**src/hdl/mcu_ctrl_pkg.sv**
```systemverilog
// MCU control package
// domain indices, power command and control types, fast interrupt layout
`default_nettype none

package mcu_ctrl_pkg;

  // switchable domains
  localparam int DOM_CPU    = 0;
  localparam int DOM_PERIPH = 1;
  localparam int DOM_MEM0   = 2;
  localparam int DOM_MEM1   = 3;
  localparam int DOM_EXT0   = 4;

  localparam int NUM_DOMAINS = DOM_EXT0 + 1;
  localparam int DOM_ID_W    = 3;

  // core interrupt word
  localparam int IRQ_W            = 32;
  localparam int IRQ_ID_W         = 5;
  localparam int IRQ_SOFTWARE_BIT = 3;
  localparam int IRQ_TIMER_BIT    = 7;
  localparam int IRQ_EXTERNAL_BIT = 11;

  localparam int NUM_FAST_IRQ  = 16;
  localparam int FAST_IRQ_BASE = 16;
  localparam int FAST_IDX_W    = $clog2(NUM_FAST_IRQ);

  typedef enum logic [1:0] {
    PWR_ON     = 2'd0,
    PWR_OFF    = 2'd1,
    PWR_RETAIN = 2'd2
  } pwr_op_e;

  typedef struct packed {
    logic [DOM_ID_W-1:0] domain;
    pwr_op_e             op;
  } pwr_cmd_t;

  // all controls active low
  typedef struct packed {
    logic pwrgate_en_n;
    logic isogate_en_n;
    logic rst_n;
    logic clkgate_en_n;
    logic retentive_en_n;
  } pwr_ctrl_out_t;

  typedef struct packed {
    logic pwrgate_ack_n;
  } pwr_ctrl_in_t;

  // powered and running
  localparam pwr_ctrl_out_t PWR_CTRL_RESET = '{
    pwrgate_en_n:   1'b0,
    isogate_en_n:   1'b1,
    rst_n:          1'b1,
    clkgate_en_n:   1'b1,
    retentive_en_n: 1'b1
  };

  // msb first, timer1 sits at bit 0
  typedef struct packed {
    logic       ext_peripheral;
    logic       dma_window;
    logic [7:0] gpio_ao;
    logic       spi_flash;
    logic       spi;
    logic       dma_done;
    logic       timer3;
    logic       timer2;
    logic       timer1;
  } fast_irq_src_t;

endpackage

`default_nettype wire
```
**src/hdl/mcu_ctrl_top.sv**
```systemverilog
// MCU control top level
// domain power control with debug-qualified resets, and the core interrupt word
`default_nettype none

module mcu_ctrl_top
  import mcu_ctrl_pkg::*;
(
  input  logic                            clk_i,
  input  logic                            rst_i,
  input  logic                            debug_reset_ni,

  // power command port
  input  logic                            pwr_req_i,
  input  pwr_cmd_t                        pwr_cmd_i,
  output logic                            pwr_ack_o,
  input  logic                            core_sleep_i,

  // pad side of the domain switches
  input  pwr_ctrl_in_t  [NUM_DOMAINS-1:0] pwr_ctrl_in_i,
  output pwr_ctrl_out_t [NUM_DOMAINS-1:0] pwr_ctrl_o,
  output logic          [NUM_DOMAINS-1:0] domain_rst_no,

  // interrupts
  input  fast_irq_src_t                   fast_src_i,
  input  logic                            irq_software_i,
  input  logic                            irq_external_i,
  input  logic                            irq_timer0_i,
  input  logic                            irq_ack_i,
  input  logic          [IRQ_ID_W-1:0]    irq_id_i,
  output logic          [IRQ_W-1:0]       irq_o
);

  logic [NUM_FAST_IRQ-1:0] fast_pending;

  power_manager power_manager_i (
    .clk_i,
    .rst_i,
    .pwr_req_i,
    .pwr_cmd_i,
    .pwr_ack_o,
    .core_sleep_i,
    .ctrl_in_i(pwr_ctrl_in_i),
    .ctrl_o   (pwr_ctrl_o)
  );

  fast_irq_ctrl fast_irq_ctrl_i (
    .clk_i,
    .rst_i,
    .src_i    (fast_src_i),
    .irq_ack_i,
    .irq_id_i,
    .pending_o(fast_pending)
  );

  // domain held in reset by its sequencer or by the debug module
  for (genvar d = 0; d < NUM_DOMAINS; d++) begin : gen_dom_rst
    assign domain_rst_no[d] = pwr_ctrl_o[d].rst_n & debug_reset_ni;
  end

  always_comb begin
    irq_o                                 = '0;
    irq_o[IRQ_SOFTWARE_BIT]               = irq_software_i;
    irq_o[IRQ_TIMER_BIT]                  = irq_timer0_i;
    irq_o[IRQ_EXTERNAL_BIT]               = irq_external_i;
    irq_o[FAST_IRQ_BASE +: NUM_FAST_IRQ]  = fast_pending;
  end

endmodule

`default_nettype wire

```
**src/hdl/fast_irq_ctrl.sv**
```systemverilog
// Fast interrupt controller
// sticky pending bits for the fast sources, cleared by the core's acknowledge
`default_nettype none

module fast_irq_ctrl
  import mcu_ctrl_pkg::*;
(
  input  logic                    clk_i,
  input  logic                    rst_i,
  input  fast_irq_src_t           src_i,
  input  logic                    irq_ack_i,
  input  logic [IRQ_ID_W-1:0]     irq_id_i,
  output logic [NUM_FAST_IRQ-1:0] pending_o
);

  logic [NUM_FAST_IRQ-1:0] pending_q;
  logic [NUM_FAST_IRQ-1:0] set_mask;
  logic [NUM_FAST_IRQ-1:0] clr_mask;
  logic                    ack_fast;
  logic [FAST_IDX_W-1:0]   ack_idx;

  assign set_mask = src_i;

  // ids from the fast base upwards belong to this block
  assign ack_fast = irq_ack_i && (irq_id_i >= IRQ_ID_W'(FAST_IRQ_BASE));
  assign ack_idx  = FAST_IDX_W'(irq_id_i - IRQ_ID_W'(FAST_IRQ_BASE));

  always_comb begin
    clr_mask = '0;
    if (ack_fast) begin
      clr_mask[ack_idx] = 1'b1;
    end
  end

  // a source still high wins over the clear
  always_ff @(posedge clk_i) begin
    if (rst_i) begin
      pending_q <= '0;
    end else begin
      pending_q <= (pending_q & ~clr_mask) | set_mask;
    end
  end

  assign pending_o = pending_q;

endmodule

`default_nettype wire

```
**src/hdl/power_manager.sv**
```systemverilog
// Power manager
// takes req/ack power commands and runs one sequencer per domain,
// holding CPU power-down until the core sleeps
`default_nettype none

module power_manager
  import mcu_ctrl_pkg::*;
(
  input  logic                            clk_i,
  input  logic                            rst_i,
  input  logic                            pwr_req_i,
  input  pwr_cmd_t                        pwr_cmd_i,
  output logic                            pwr_ack_o,
  input  logic                            core_sleep_i,
  input  pwr_ctrl_in_t  [NUM_DOMAINS-1:0] ctrl_in_i,
  output pwr_ctrl_out_t [NUM_DOMAINS-1:0] ctrl_o
);

  typedef enum logic [1:0] {
    ST_IDLE,
    ST_WAIT_SLEEP,
    ST_BUSY,
    ST_ACK
  } hs_state_e;

  hs_state_e              state_q;
  pwr_cmd_t               cmd_q;
  logic                   dom_valid;
  logic                   sleep_ok;
  logic                   start;
  logic [NUM_DOMAINS-1:0] done_vec;

  assign dom_valid = (int'(cmd_q.domain) < NUM_DOMAINS);

  // only powering the CPU up is allowed while it is awake
  assign sleep_ok = core_sleep_i || (cmd_q.op == PWR_ON) ||
                    (cmd_q.domain != DOM_ID_W'(DOM_CPU));

  assign start     = (state_q == ST_WAIT_SLEEP) && dom_valid && sleep_ok;
  assign pwr_ack_o = (state_q == ST_ACK);

  always_ff @(posedge clk_i) begin
    if (state_q == ST_IDLE && pwr_req_i) begin
      cmd_q <= pwr_cmd_i;
    end
  end

  always_ff @(posedge clk_i) begin
    if (rst_i) begin
      state_q <= ST_IDLE;
    end else begin
      case (state_q)
        ST_IDLE: if (pwr_req_i) state_q <= ST_WAIT_SLEEP;
        ST_WAIT_SLEEP: begin
          if (!dom_valid) begin
            state_q <= ST_ACK;
          end else if (sleep_ok) begin
            state_q <= ST_BUSY;
          end
        end
        // only the started sequencer can report done
        ST_BUSY: if (|done_vec) state_q <= ST_ACK;
        ST_ACK:  if (!pwr_req_i) state_q <= ST_IDLE;
        default: state_q <= ST_IDLE;
      endcase
    end
  end

  for (genvar d = 0; d < NUM_DOMAINS; d++) begin : gen_dom
    power_domain_fsm power_domain_fsm_i (
      .clk_i,
      .rst_i,
      .start_i  (start && (cmd_q.domain == DOM_ID_W'(d))),
      .op_i     (cmd_q.op),
      .ctrl_in_i(ctrl_in_i[d]),
      .ctrl_o   (ctrl_o[d]),
      .done_o   (done_vec[d])
    );
  end

endmodule

`default_nettype wire

```
**src/hdl/power_domain_fsm.sv**
```systemverilog
// Power domain sequencer
// steps one domain's switch, isolation, reset, clock gate and retention
// controls, one change per clock, and waits on the switch acknowledge
`default_nettype none

module power_domain_fsm
  import mcu_ctrl_pkg::*;
(
  input  logic          clk_i,
  input  logic          rst_i,
  input  logic          start_i,
  input  pwr_op_e       op_i,
  input  pwr_ctrl_in_t  ctrl_in_i,
  output pwr_ctrl_out_t ctrl_o,
  output logic          done_o
);

  typedef enum logic [3:0] {
    S_ON,
    S_OFF,
    S_RET,
    S_OFF_ISO,
    S_OFF_RST,
    S_OFF_SW,
    S_OFF_WAIT,
    S_ON_WAIT,
    S_ON_ISO,
    S_ON_CLK,
    S_ON_RET,
    S_RET_RET
  } state_e;

  state_e        state_q;
  pwr_ctrl_out_t ctrl_q;
  logic          done_q;
  logic          sw_settled;

  // pad ack follows the switch enable once the rail has settled
  assign sw_settled = (ctrl_in_i.pwrgate_ack_n == ctrl_q.pwrgate_en_n);

  always_ff @(posedge clk_i) begin
    if (rst_i) begin
      state_q <= S_ON;
      ctrl_q  <= PWR_CTRL_RESET;
      done_q  <= 1'b0;
    end else begin
      done_q <= 1'b0;
      case (state_q)
        S_ON: begin
          if (start_i) begin
            case (op_i)
              PWR_OFF: begin
                ctrl_q.clkgate_en_n <= 1'b0;
                state_q             <= S_OFF_ISO;
              end
              PWR_RETAIN: begin
                ctrl_q.clkgate_en_n <= 1'b0;
                state_q             <= S_RET_RET;
              end
              default: done_q <= 1'b1;
            endcase
          end
        end
        S_OFF: begin
          if (start_i) begin
            if (op_i == PWR_ON) begin
              ctrl_q.pwrgate_en_n <= 1'b0;
              state_q             <= S_ON_WAIT;
            end else begin
              // already off, nothing to retain
              done_q <= 1'b1;
            end
          end
        end
        S_RET: begin
          if (start_i) begin
            case (op_i)
              PWR_ON: begin
                // switch is already closed, wait falls through
                ctrl_q.pwrgate_en_n <= 1'b0;
                state_q             <= S_ON_WAIT;
              end
              PWR_OFF: begin
                ctrl_q.clkgate_en_n <= 1'b0;
                state_q             <= S_OFF_ISO;
              end
              default: done_q <= 1'b1;
            endcase
          end
        end
        S_OFF_ISO: begin
          ctrl_q.isogate_en_n <= 1'b0;
          state_q             <= S_OFF_RST;
        end
        S_OFF_RST: begin
          ctrl_q.rst_n <= 1'b0;
          state_q      <= S_OFF_SW;
        end
        S_OFF_SW: begin
          ctrl_q.pwrgate_en_n <= 1'b1;
          state_q             <= S_OFF_WAIT;
        end
        S_OFF_WAIT: begin
          if (sw_settled) begin
            done_q  <= 1'b1;
            state_q <= S_OFF;
          end
        end
        S_ON_WAIT: begin
          if (sw_settled) begin
            ctrl_q.rst_n <= 1'b1;
            state_q      <= S_ON_ISO;
          end
        end
        S_ON_ISO: begin
          ctrl_q.isogate_en_n <= 1'b1;
          state_q             <= S_ON_CLK;
        end
        S_ON_CLK: begin
          ctrl_q.clkgate_en_n <= 1'b1;
          state_q             <= S_ON_RET;
        end
        S_ON_RET: begin
          ctrl_q.retentive_en_n <= 1'b1;
          done_q                <= 1'b1;
          state_q               <= S_ON;
        end
        S_RET_RET: begin
          ctrl_q.retentive_en_n <= 1'b0;
          done_q                <= 1'b1;
          state_q               <= S_RET;
        end
        default: state_q <= S_ON;
      endcase
    end
  end

  assign ctrl_o = ctrl_q;
  assign done_o = done_q;

endmodule

`default_nettype wire

```
**config.mk**
```make
export PLATFORM = sky130hd
export DESIGN_NAME = mcu_ctrl_top
export DESIGN_NICKNAME = d
export VERILOG_FILES = /design/src/hdl/mcu_ctrl_pkg.sv /design/src/hdl/mcu_ctrl_top.sv /design/src/hdl/fast_irq_ctrl.sv /design/src/hdl/power_manager.sv /design/src/hdl/power_domain_fsm.sv
export SDC_FILE = /design/constraint.sdc
export NUM_CORES = 1
export LEC_CHECK = 0
export ABC_AREA = 1
export BUFFER_PORTS_ARGS = -buffer_cell sky130_fd_sc_hd__buf_2
export CELL_PAD_IN_SITES_DETAIL_PLACEMENT = 0
export CELL_PAD_IN_SITES_GLOBAL_PLACEMENT = 1
export CORE_AREA = 2 2 115 117
export DETAILED_ROUTE_END_ITERATION = 7
export DIE_AREA = 0 0 117 119
export GPL_ROUTABILITY_DRIVEN = 1
export PLACE_DENSITY_LB_ADDON = 0.25
export SYNTH_ARGS = -nofsm -noshare
export SYNTH_HDL_FRONTEND = slang
export SYNTH_HIERARCHICAL = 1
export SYNTH_SLANG_ARGS = --single-unit
export TNS_END_PERCENT = 100
```
**constraint.sdc**
```tcl
create_clock -name clk_i -period 2.18 [get_ports clk_i]
set_input_delay 0 -clock clk_i [delete_from_list [all_inputs] [get_ports clk_i]]
set_output_delay 0 -clock clk_i [all_outputs]
set_load 0.01 [all_outputs]
```
Word-level counts from Yosys, hierarchy flattened
Cells that the tools add are included.
{"block": "classes", "mux": 118, "reduce_logical": 80, "addsub": 1, "n_eq_ne": 133, "order_cmp": 4, "n_bitwise": 8}
{"op": "$pmux W4 S11", "count": 5}
{"op": "$mux W4", "count": 26}
{"op": "$eq A4 B3 Y1 const B", "count": 20}
{"op": "$eq A4 B4 Y1 const B", "count": 20}
{"op": "$ne A2 B2 Y1 const B", "count": 32}
{"op": "$mux W1", "count": 47}
{"op": "$ne A2 B1 Y1 const B", "count": 21}
{"op": "$eq A4 B2 Y1 const B", "count": 10}
{"op": "$pmux W1 S2", "count": 20}
{"op": "$reduce_and A8 Y1", "count": 5}
{"op": "$reduce_bool A2 Y1", "count": 20}
{"op": "$ne A3 B1 Y1 const B", "count": 9}
{"op": "$pmux W1 S5", "count": 5}
{"op": "$reduce_and A5 Y1", "count": 5}
{"op": "$reduce_or A2 Y1", "count": 12}
{"op": "$eq A4 B1 Y1 const B", "count": 5}
{"op": "$logic_not A4 Y1", "count": 5}
{"op": "$reduce_bool A3 Y1", "count": 6}
{"op": "$and A16 B16 Y16", "count": 1}
{"op": "$mux W16", "count": 1}
{"op": "$not A16 Y16", "count": 1}
{"op": "$or A16 B16 Y16", "count": 1}
{"op": "$pmux W4 S2", "count": 2}
{"op": "$pmux W1 S3", "count": 5}
{"op": "25 further kinds", "count": 60}
{"block": "totals", "register_bits": 73, "input_bits": 40}

Depth between registers and ports, before layout
Gate-level depths: netlist of the first run.
{"block": "depth", "ltp_word": 9, "ltp_mapped": 14}

Cells and area by module
The synthesis of the first run kept the hierarchy.
{"module": "power_domain_fsm", "area_each_um2": 686.9, "cells_each": 106, "instances": 5}
{"module": "fast_irq_ctrl", "area_each_um2": 671.9, "cells_each": 98, "instances": 1}
{"module": "power_manager", "area_each_um2": 460.4, "cells_each": 59, "instances": 1}
{"module": "mcu_ctrl_top", "area_each_um2": 161.4, "cells_each": 27, "instances": 1}

Worst setup path before layout of the first run
Ideal clock, no wire load.
{"block": "synth_path", "path_kind": "register to register", "startpoint": "reg power_manager_i/cmd_q[0] (netlist bit)", "endpoint": "reg power_manager_i.gen_dom[1].power_domain_fsm_i.state_q[0]", "period_less_slack_ps": 1812, "path_buffers": 0, "required_time_ps": 2067, "arrival_ps": 1699, "path_slack_ps": 368, "stages_incl_launch_ff": 15, "path_cell_list": "edfxtp_1 -> inv_1 -> nand2_1 -> nand3_2 -> nand2_1 -> inv_2 -> nand2_1 -> nor3_1 -> o21ai_0 -> nand2_2 -> nand2_1 -> nor2_2 -> nand3_1 -> nand2_1 -> nor2_1"}
{"block": "synth_via", "elab_chain_len": 7, "elab_cells_between_ends": 14}
{"element": "start: declaration", "line": "power_manager.sv:27", "text": "pwr_cmd_t cmd_q;"}
{"element": "start signal: assignment", "line": "power_manager.sv:44", "text": "cmd_q <= pwr_cmd_i;"}
{"element": "$logic_not A2 Y1", "line": "power_manager.sv:36, power_domain_fsm.sv:66, power_domain_fsm.sv:77"}
{"element": "$logic_or A1 B1 Y1 (2 in series)", "line": "power_manager.sv:36", "text": "assign sleep_ok = core_sleep_i || (cmd_q.op == PWR_ON) ||"}
{"element": "$logic_and A1 B1 Y1", "line": "power_manager.sv:39", "text": "assign start = (state_q == ST_WAIT_SLEEP) && dom_valid && sleep_ok;"}
{"element": "$logic_and A1 B1 Y1", "line": "power_manager.sv:73", "text": ".start_i (start && (cmd_q.domain == DOM_ID_W'(d))),"}
{"element": "$ne A2 B2 Y1 (no source line)"}
{"element": "$reduce_and A8 Y1 (no source line) *"}
{"element": "end signal: assignment", "line": "power_domain_fsm.sv:43", "text": "state_q <= S_ON;"}
{"element": "end signal: assignment", "line": "power_domain_fsm.sv:54", "text": "state_q <= S_OFF_ISO;"}
{"element": "end signal: assignment", "line": "power_domain_fsm.sv:58", "text": "state_q <= S_RET_RET;"}
{"element": "end: declaration", "line": "power_domain_fsm.sv:33", "text": "state_e state_q;"}
Every way passes the cells marked *; elsewhere a longest branch is shown, timed or not.
A chain may end at the register's enable or synchronous reset.

Worst setup path in the final report of the first run
{"block": "layout_path", "startpoint": "reg power_manager_i/cmd_q[4] (netlist bit)", "endpoint": "reg power_manager_i.gen_dom[3].power_domain_fsm_i.state_q[1]"}
{"block": "layout_via", "elab_chain_len": 6, "elab_cells_between_ends": 11}
{"element": "$lt A3 B3 Y1 or $reduce_bool A3 Y1 (tied branches)", "line": "power_manager.sv:33, power_manager.sv:37"}
{"element": "$logic_and A1 B1 Y1 or $logic_or A1 B1 Y1 (tied branches)", "line": "power_manager.sv:39, power_manager.sv:36"}
{"element": "$logic_and A1 B1 Y1", "line": "power_manager.sv:39"}
{"element": "$logic_and A1 B1 Y1 *", "line": "power_manager.sv:73"}
{"element": "$ne A2 B2 Y1 (no source line)"}
{"element": "$reduce_and A8 Y1 (no source line) *"}
{"element": "end signal: assignment", "line": "power_domain_fsm.sv:43"}
{"element": "end signal: assignment", "line": "power_domain_fsm.sv:54"}
{"element": "end signal: assignment", "line": "power_domain_fsm.sv:58"}
{"element": "end: declaration", "line": "power_domain_fsm.sv:33"}
Marked as above.

==> impl_results.md, run 1 <==
* Hpwl dp at 9.61 mm
* Status: complete, no violations
* Final antenna-violating net count at 0
* Clock skew at 8.07 ps
* CP Max Fanout at 6
* Die Footprint at 13900 µm²
* Crit. End Element: flop
* Clock slew at reported path FFs at 60 ps
* Fillers at 1367
* Distinct cells, synth at 29
* Leak Pwr at roughly 2.8 nW
* Vias at 4736
* Setup repair bufs after CTS at 0
* TNS Setup at 0 ps
* Final period util at 84.6%
* Leading area contributor after synthesis: dfxtp_1
* GPL Wtd Cong at 0.898
* Final Hold Vio Count at 0
* Avg WL per Cell at between 10 and 15 µm
* Area grow syn2layout at 23.5%
* Share of layout cells above drive strength 1 at 22.0%
* Root buf cell: clkbuf_16
* Most frequent cells in the layout: nand2_1, nor2_1, inv_1
* Setup crit start kind: flop
* PD cells at 1090 nW/µm²
* Worst skew pair latency at 340 ps
* Final net count at ~900
* DR DRC count at 0
* Largest net degree at the start of global routing at 19
* Worst-case clock buffer depth at 2
* Starting DRT DRC Count at around 340
* Kind of critical path: flop to flop
* Port bufs at 83
* First-pass GRT wire length at between 20 and 25 mm
* WHS at 0.00282 ps
* Finished Cell Area at 5840 µm²
* Max H-tree Level at 3
* Die Wd at 117 µm
* Routed wire length at 12.4 mm
* Site Rows at 42
* Initial antenna violation count at 0
* IO Pins at around 100
* Synth Warn # at 6
* DIE HEIGHT at approximately 120 µm
* TritonCTS buffer count at 9
* Core Box Area at 12900 µm²
* Max Transition Viols Final at 0
* Initial Util at between 30 and 40%
* Syn Area/Cell at 6.62 µm²
* Most common cell after layout, fill and taps aside: nand2_1
* Pre-antenna DRT Iters at 5
* Layout Cells excl Fill at 1008
* RSZ-0062 raised after global routing: no
* Worst R2R Setup Slack at 340 ps
* Worst Path Required at 2420 ps
* Total global routing overflow at 0
* Placed Area at 5310 µm²
* Finish-stage setup viols at 0
* Yosys reg bits at 73
* FMAX at 0.542 GHz
* Worst VDD drop at 0.584 mV
* Sequential area share after synthesis at 32.0%
* Gate Count Post-Synth at 714
* TritonCTS clock tree: built
* Sink Count at 73
* Class of the worst hold path: input pin to primary output
* Number of global-route vias before repair at approximately 4400
* Maxcap violations at 0
* Synth top area cells: dfxtp_1, nand2_1, nor2_1
* Placed Cells at 971
* Post-synth top area share at 28.8%
* DR vias/cell at approximately 4.7
* Final min period at about 1800 ps
* Crit path arrival time at around 2100 ps
* ANT cells at 0
* Total track usage at a little under a fifth
* Post-Syn Area at 4730 µm²
state kept, by name, indices dropped and copies added (netlist names):
register	flops
power_manager_i/gen_dom.power_domain_fsm_i/ctrl_o	25
power_manager_i/gen_dom.power_domain_fsm_i/state_q	20
fast_irq_ctrl_i/pending_o	16
power_manager_i/cmd_q	5
power_manager_i/gen_dom.power_domain_fsm_i/done_o	5
power_manager_i/state_q	2
worst paths after layout:
kind / start / end / cells after the start
max: power_manager_i/cmd_q[4] / flop / 13
min: irq_software_i / irq_o[3] / 0
max reg2reg: power_manager_i/cmd_q[4] / flop / 13
min reg2reg: flop / flop / 2
per-layer routing:
layer / track usage [%] / vias up / routed length [µm]
met3: 5.19 / 17 / 614
met1: 23.8 / 2134 / 5920
li1: - / 2472 / -
met2: 29.9 / 113 / 5640
met4: 6.18 / 0 / 196
met5: 0 / - / 0
worst max-delay path, stage by stage, from the launching register on:
cell      delay (ps)
edfxtp_1         470
nor2_1            90
nand3_2          100
nand2_1           60
inv_2             60
nand2_1           80
nor3_2           230
o21ai_0          160
nand2_2          100
nand2_1           60
nor2_2           120
nand3_1           90
nand2_1           80
nor2_1            40
area by class of cell:
| type | count | area (µm²) | share of cell area, % |
|---|---|---|---|
| Multi-Input combinational cell | 524 | 2720 | 46.7 |
| Clock buffer | 11 | 254 | 4.35 |
| Timing Repair Buffer | 109 | 663 | 11.4 |
| Inverter | 110 | 413 | 7.07 |
| Clock inverter | 5 | 52.6 | 0.900 |
| Tap cell | 176 | 220 | 3.77 |
| Sequential cell | 73 | 1510 | 25.9 |
power breakdown:
| group | total (W) | internal, W | switching, W | leakage [nW] |
|---|---|---|---|---|
| clock network | 0.00153 | 0.000950 | 0.000582 | 0.152 |
| logic | 0.00298 | 0.00103 | 0.00195 | 2.08 |
| registers | 0.00186 | 0.00159 | 0.000265 | 0.606 |
| total | 0.00637 | 0.00357 | 0.00280 | 2.84 |
synth_stat cells (all sizes together):
cell type / instances
nand2: 174
nor2: 145
inv: 110
dfxtp: 68
nand3: 49
o21ai: 41
a21oi: 26
nor3: 25
ha: 19
buf: 18
nand4: 10
nand3b: 6
edfxtp: 5
o2111ai: 5
o211ai: 5
o22ai: 5
clkbuf: 1
conb: 1
o21bai: 1
stage by stage:
| step | utilization (%) | setup slack [ps] | total power [W] |
|---|---|---|---|
| 2_1_floorplan | - | 368 | 0.00414 |
| 3_3_place_gp | 41.2 | 275 | 0.00477 |
| 3_5_place_dp | 41.2 | 198 | 0.00481 |
| 4_1_cts | 45.2 | 189 | 0.00641 |
| 5_1_grt | 45.3 | 105 | 0.00692 |
| 6_report | 45.3 | 335 | 0.00637 |
logic make-up after synthesis:
group                    after synthesis  synth area share (%)
AO/OA/AOI/OAI                         83                  9.63
adder cells (fa/ha/maj)               19                  5.03
buffers and inverters                129                  11.7
other                                  1                0.0793
flip-flops                            73                  32.0
AND/OR/NAND/NOR                      409                  41.6
repair_timing:
action	in CTS	in global routing
hold buffers	21	0
resized for setup	0	3
setup endpoints to repair	0	9
endpoints found under the hold margin	21	0
(Power assumes the default switching activity.)
==> inputs of run 2 (changes only) <==
--- a/config.mk
+++ b/config.mk
@@ -5,13 +5,13 @@
 export SDC_FILE = /design/constraint.sdc
 export NUM_CORES = 1
 export LEC_CHECK = 0
-export ABC_AREA = 1
+export ABC_AREA = 0
 export BUFFER_PORTS_ARGS = -buffer_cell sky130_fd_sc_hd__buf_2
 export CELL_PAD_IN_SITES_DETAIL_PLACEMENT = 0
 export CELL_PAD_IN_SITES_GLOBAL_PLACEMENT = 1
-export CORE_AREA = 2 2 115 117
+export CORE_AREA = 2 2 117 119
 export DETAILED_ROUTE_END_ITERATION = 7
-export DIE_AREA = 0 0 117 119
+export DIE_AREA = 0 0 119 121
 export GPL_ROUTABILITY_DRIVEN = 1
 export PLACE_DENSITY_LB_ADDON = 0.25
 export SYNTH_ARGS = -nofsm -noshare
==> constraint.sdc (replaced) <==
create_clock -name clk_i -period 1.63 [get_ports clk_i]
set_input_delay 0 -clock clk_i [delete_from_list [all_inputs] [get_ports clk_i]]
set_output_delay 0 -clock clk_i [all_outputs]
set_load 0.01 [all_outputs]
==> impl_results.md, run 2 <==
* Avg WL per Cell at 15.2 µm (+23%)
* Largest net degree at the start of global routing at 21 (+2)
* Initial Util at 36.4% (-0.34 points)
* Final net count at 767 (-13%)
* Crit path max-delay family: compound AO/OA/AOI/OAI gates
* Routed wire length at 13.5 mm (+8.9%)
* Finish-stage setup viols at 33 (+33)
* Max Transition Viols Final at 0 (unchanged)
* Sequential area share after synthesis at 31.7% (-0.22 points)
* TNS Setup at -3510 ps (-3510 ps)
* Most common cell after layout, fill and taps aside: buf_2
* Most instantiated cells after synthesis: dfxtp_1, nor2_1, nor3_1
* Final period util at 114% (+30 points)
* Maxcap violations at 0 (unchanged)
* Hpwl dp at 9.44 mm (-1.7%)
* Worst skew pair latency at 350 ps (about the same)
* Final antenna-violating net count at 0 (unchanged)
* DR vias/cell at 5.21 (+11%)
* Asr flop ratio synth at 0% (unchanged)
* Kind of critical path: flop to flop
* Yosys reg bits at 73 (unchanged)
* CP max stage cell: edfxtp_1
* IO Pins at 103 (unchanged)
* Most frequent cells in the layout: buf_2, buf_4, dfxtp_1
* Final min period at 1860 ps (+17.2 ps)
* Gate Count Post-Synth at 560 (-22%)
* Crit. End Element: flop
* TritonCTS buffer count at 9 (unchanged)
* Total track usage at 18.4% (-0.18 points)
* TritonCTS clock tree: built
* Clock slew at reported path FFs at 60 ps (about the same)
* Max H-tree Level at 3 (unchanged)
* Syn Area/Cell at 8.50 µm² (+28%)
* Root buf cell: clkbuf_16
* Post-Syn Area at 4760 µm² (+0.69%)
* Worst Path Required at 1910 ps (-510 ps)
* Total global routing overflow at 0 (unchanged)
* Class of the worst hold path: input pin to primary output
* Slowest Stage Delay on Critical Path at 370 ps (-100 ps)
* Post-synth top area share at 28.6% (-0.20 points)
* Slew Limit Headroom at 63.8%
* Synth Warn # at 6 (unchanged)
* Worst path cell trace: buf_6 > buf_12 > ha_4 > or3b_1 > a21o_1 > a41o_1 > a21oi_2
* Worst-case clock buffer depth at 2 (unchanged)
* EDFF count, synth at 5 (unchanged)
* Initial antenna violation count at 0 (unchanged)
* Port bufs at 83 (unchanged)
* Leak Pwr at 2.88 nW (+1.5%)
* Leading area contributor after synthesis: dfxtp_1
* Synth top area cells: dfxtp_1, ha_1, a211oi_1
* Failing checks: negative setup slack
* Worst slew pin tran at about 540 ps
* Final Hold Vio Count at 0 (unchanged)
* ANT cells at 0 (unchanged)
* Setup crit start kind: flop
* Core Box Area at 13100 µm² (+1.6%)
* Clock skew at 10.1 ps (+2.03 ps)
* Final worst setup slack at -232 ps (-567 ps)
* Worst path bufs/invs at 2 (+1)
* FMAX at 0.537 GHz (-0.92%)
* Status: finished with violations
* Share of layout cells above drive strength 1 at 39.0% (+17 points)
* Fillers at 1245 (-8.9%)
* Max FFs per register at 25 (unchanged)
* DR DRC count at 0 (unchanged)
* CP Max Fanout at 7 (+1)
* Distinct cells, synth at 57 (+97%)
* Die Footprint at 14400 µm² (+3.4%)
* Crit path arrival time at 2140 ps (+50 ps)
* Vias at 4630 (-2.2%)
* Pre-CTS WS at -208 ps (-406 ps)
* Number of global-route vias before repair at 4443 (+2.1%)
* Ys flop type: dfxtp_1
* Sink Count at 73 (unchanged)
* First-pass GRT wire length at 21.5 mm (+5.3%)
* Site Rows at 42 (unchanged)
* Most common cell in the netlist: dfxtp_1
* DIE HEIGHT at 121 µm (+1.7%)
* RSZ-0062 raised after global routing: yes
* Area grow syn2layout at 42.2%
* Die Wd at 119 µm (+1.7%)
* Worst VDD drop at 0.726 mV (+24%)
* Starting DRT DRC Count at 268 (-20%)
* GPL Wtd Cong at 0.870 (-3.2%)
* Pre-antenna DRT Iters at 4 (-1)
* PD cells at 1560 nW/µm² (+43%)
## run 2: timing repair
action / 4_1_cts / 5_1_grt
setup endpoints to repair: 35 / 37
gates resized for setup: 19 / 71
cloned: 0 / 0
hold endpoints to repair: 21 / 0
hold buffers: 21 / 0
pin swaps: 9 / 32
buffers inserted: 3 / 13
## run 2: where the power goes
part,total (W),internal (W),switching [W],leakage (nW)
sequential,0.00261,0.00213,0.000472,0.605
combinational,0.00589,0.00294,0.00294,2.13
clock,0.00204,0.00123,0.000805,0.147
total,0.0105,0.00631,0.00422,2.88
## run 2: final timing paths
path              slack [ps]        to                     start  cells past startpoint
hold reg to reg          460      flop                      flop                      1
hold / removal         0.004  irq_o[3]            irq_software_i                      0
setup / recovery        -230      flop  power_manager_i/cmd_q[0]                      7
setup reg to reg        -230      flop  power_manager_i/cmd_q[0]                      7
## run 2: cells by family (layout without fill, tap and decap cells)
| family | after synthesis | count (layout) | synth area share, % |
|---|---|---|---|
| AO/OA/AOI/OAI | 142 | 142 | 22.3 |
| buffers and inverters | 72 | 213 | 8.67 |
| flip-flops | 73 | 73 | 31.7 |
| adder cells (fa/ha/maj) | 19 | 19 | 4.99 |
| XOR/XNOR | 10 | 10 | 1.84 |
| other | 1 | 13 | 0.0788 |
| multiplexers | 6 | 6 | 1.26 |
| AND/OR/NAND/NOR | 237 | 237 | 29.1 |
## run 2: through the flow
| stage | hold WS (ps) | utilization, % | power [W] | cell area [µm²] | instances |
|---|---|---|---|---|---|
| CTS | 0.0749 | 48.0 | 0.00972 | 6280 | 876 |
| global route | 0.0230 | 51.7 | 0.0112 | 6770 | 889 |
| detailed placement | 0.0749 | 43.3 | 0.00741 | 5660 | 836 |
| floorplan | 67.9 | - | 0.00608 | 4920 | 572 |
| global placement | 0.0749 | 43.3 | 0.00731 | 5660 | 836 |
| finish | 0.00444 | 51.7 | 0.0105 | 6770 | 889 |
## run 2: final cells by class
type	count	area, µm²	share of cell area (%)
clock buffer	12	246	3.64
inverter	17	68.8	1.02
clock inverter	4	52.6	0.776
sequential	73	1510	22.3
timing repair buffer	180	1230	18.2
multi-input combinational	427	3430	50.7
tap	176	220	3.25
## run 2: routing by layer
layer | GRT usage, % | vias up | wire length (µm)
li1 | - | 2312 | -
met1 | 23.1 | 2198 | 6080
met2 | 30.6 | 102 | 6480
met3 | 4.89 | 18 | 664
met4 | 5.95 | 0 | 258
met5 | 0 | - | 0
## run 2: worst register-to-register path, cell delays in order (launching register included)
cell,delay [ps]
edfxtp_1,370
buf_6,150
buf_12,140
ha_4,150
or3b_1,360
a21o_1,220
a41o_1,260
a21oi_2,130
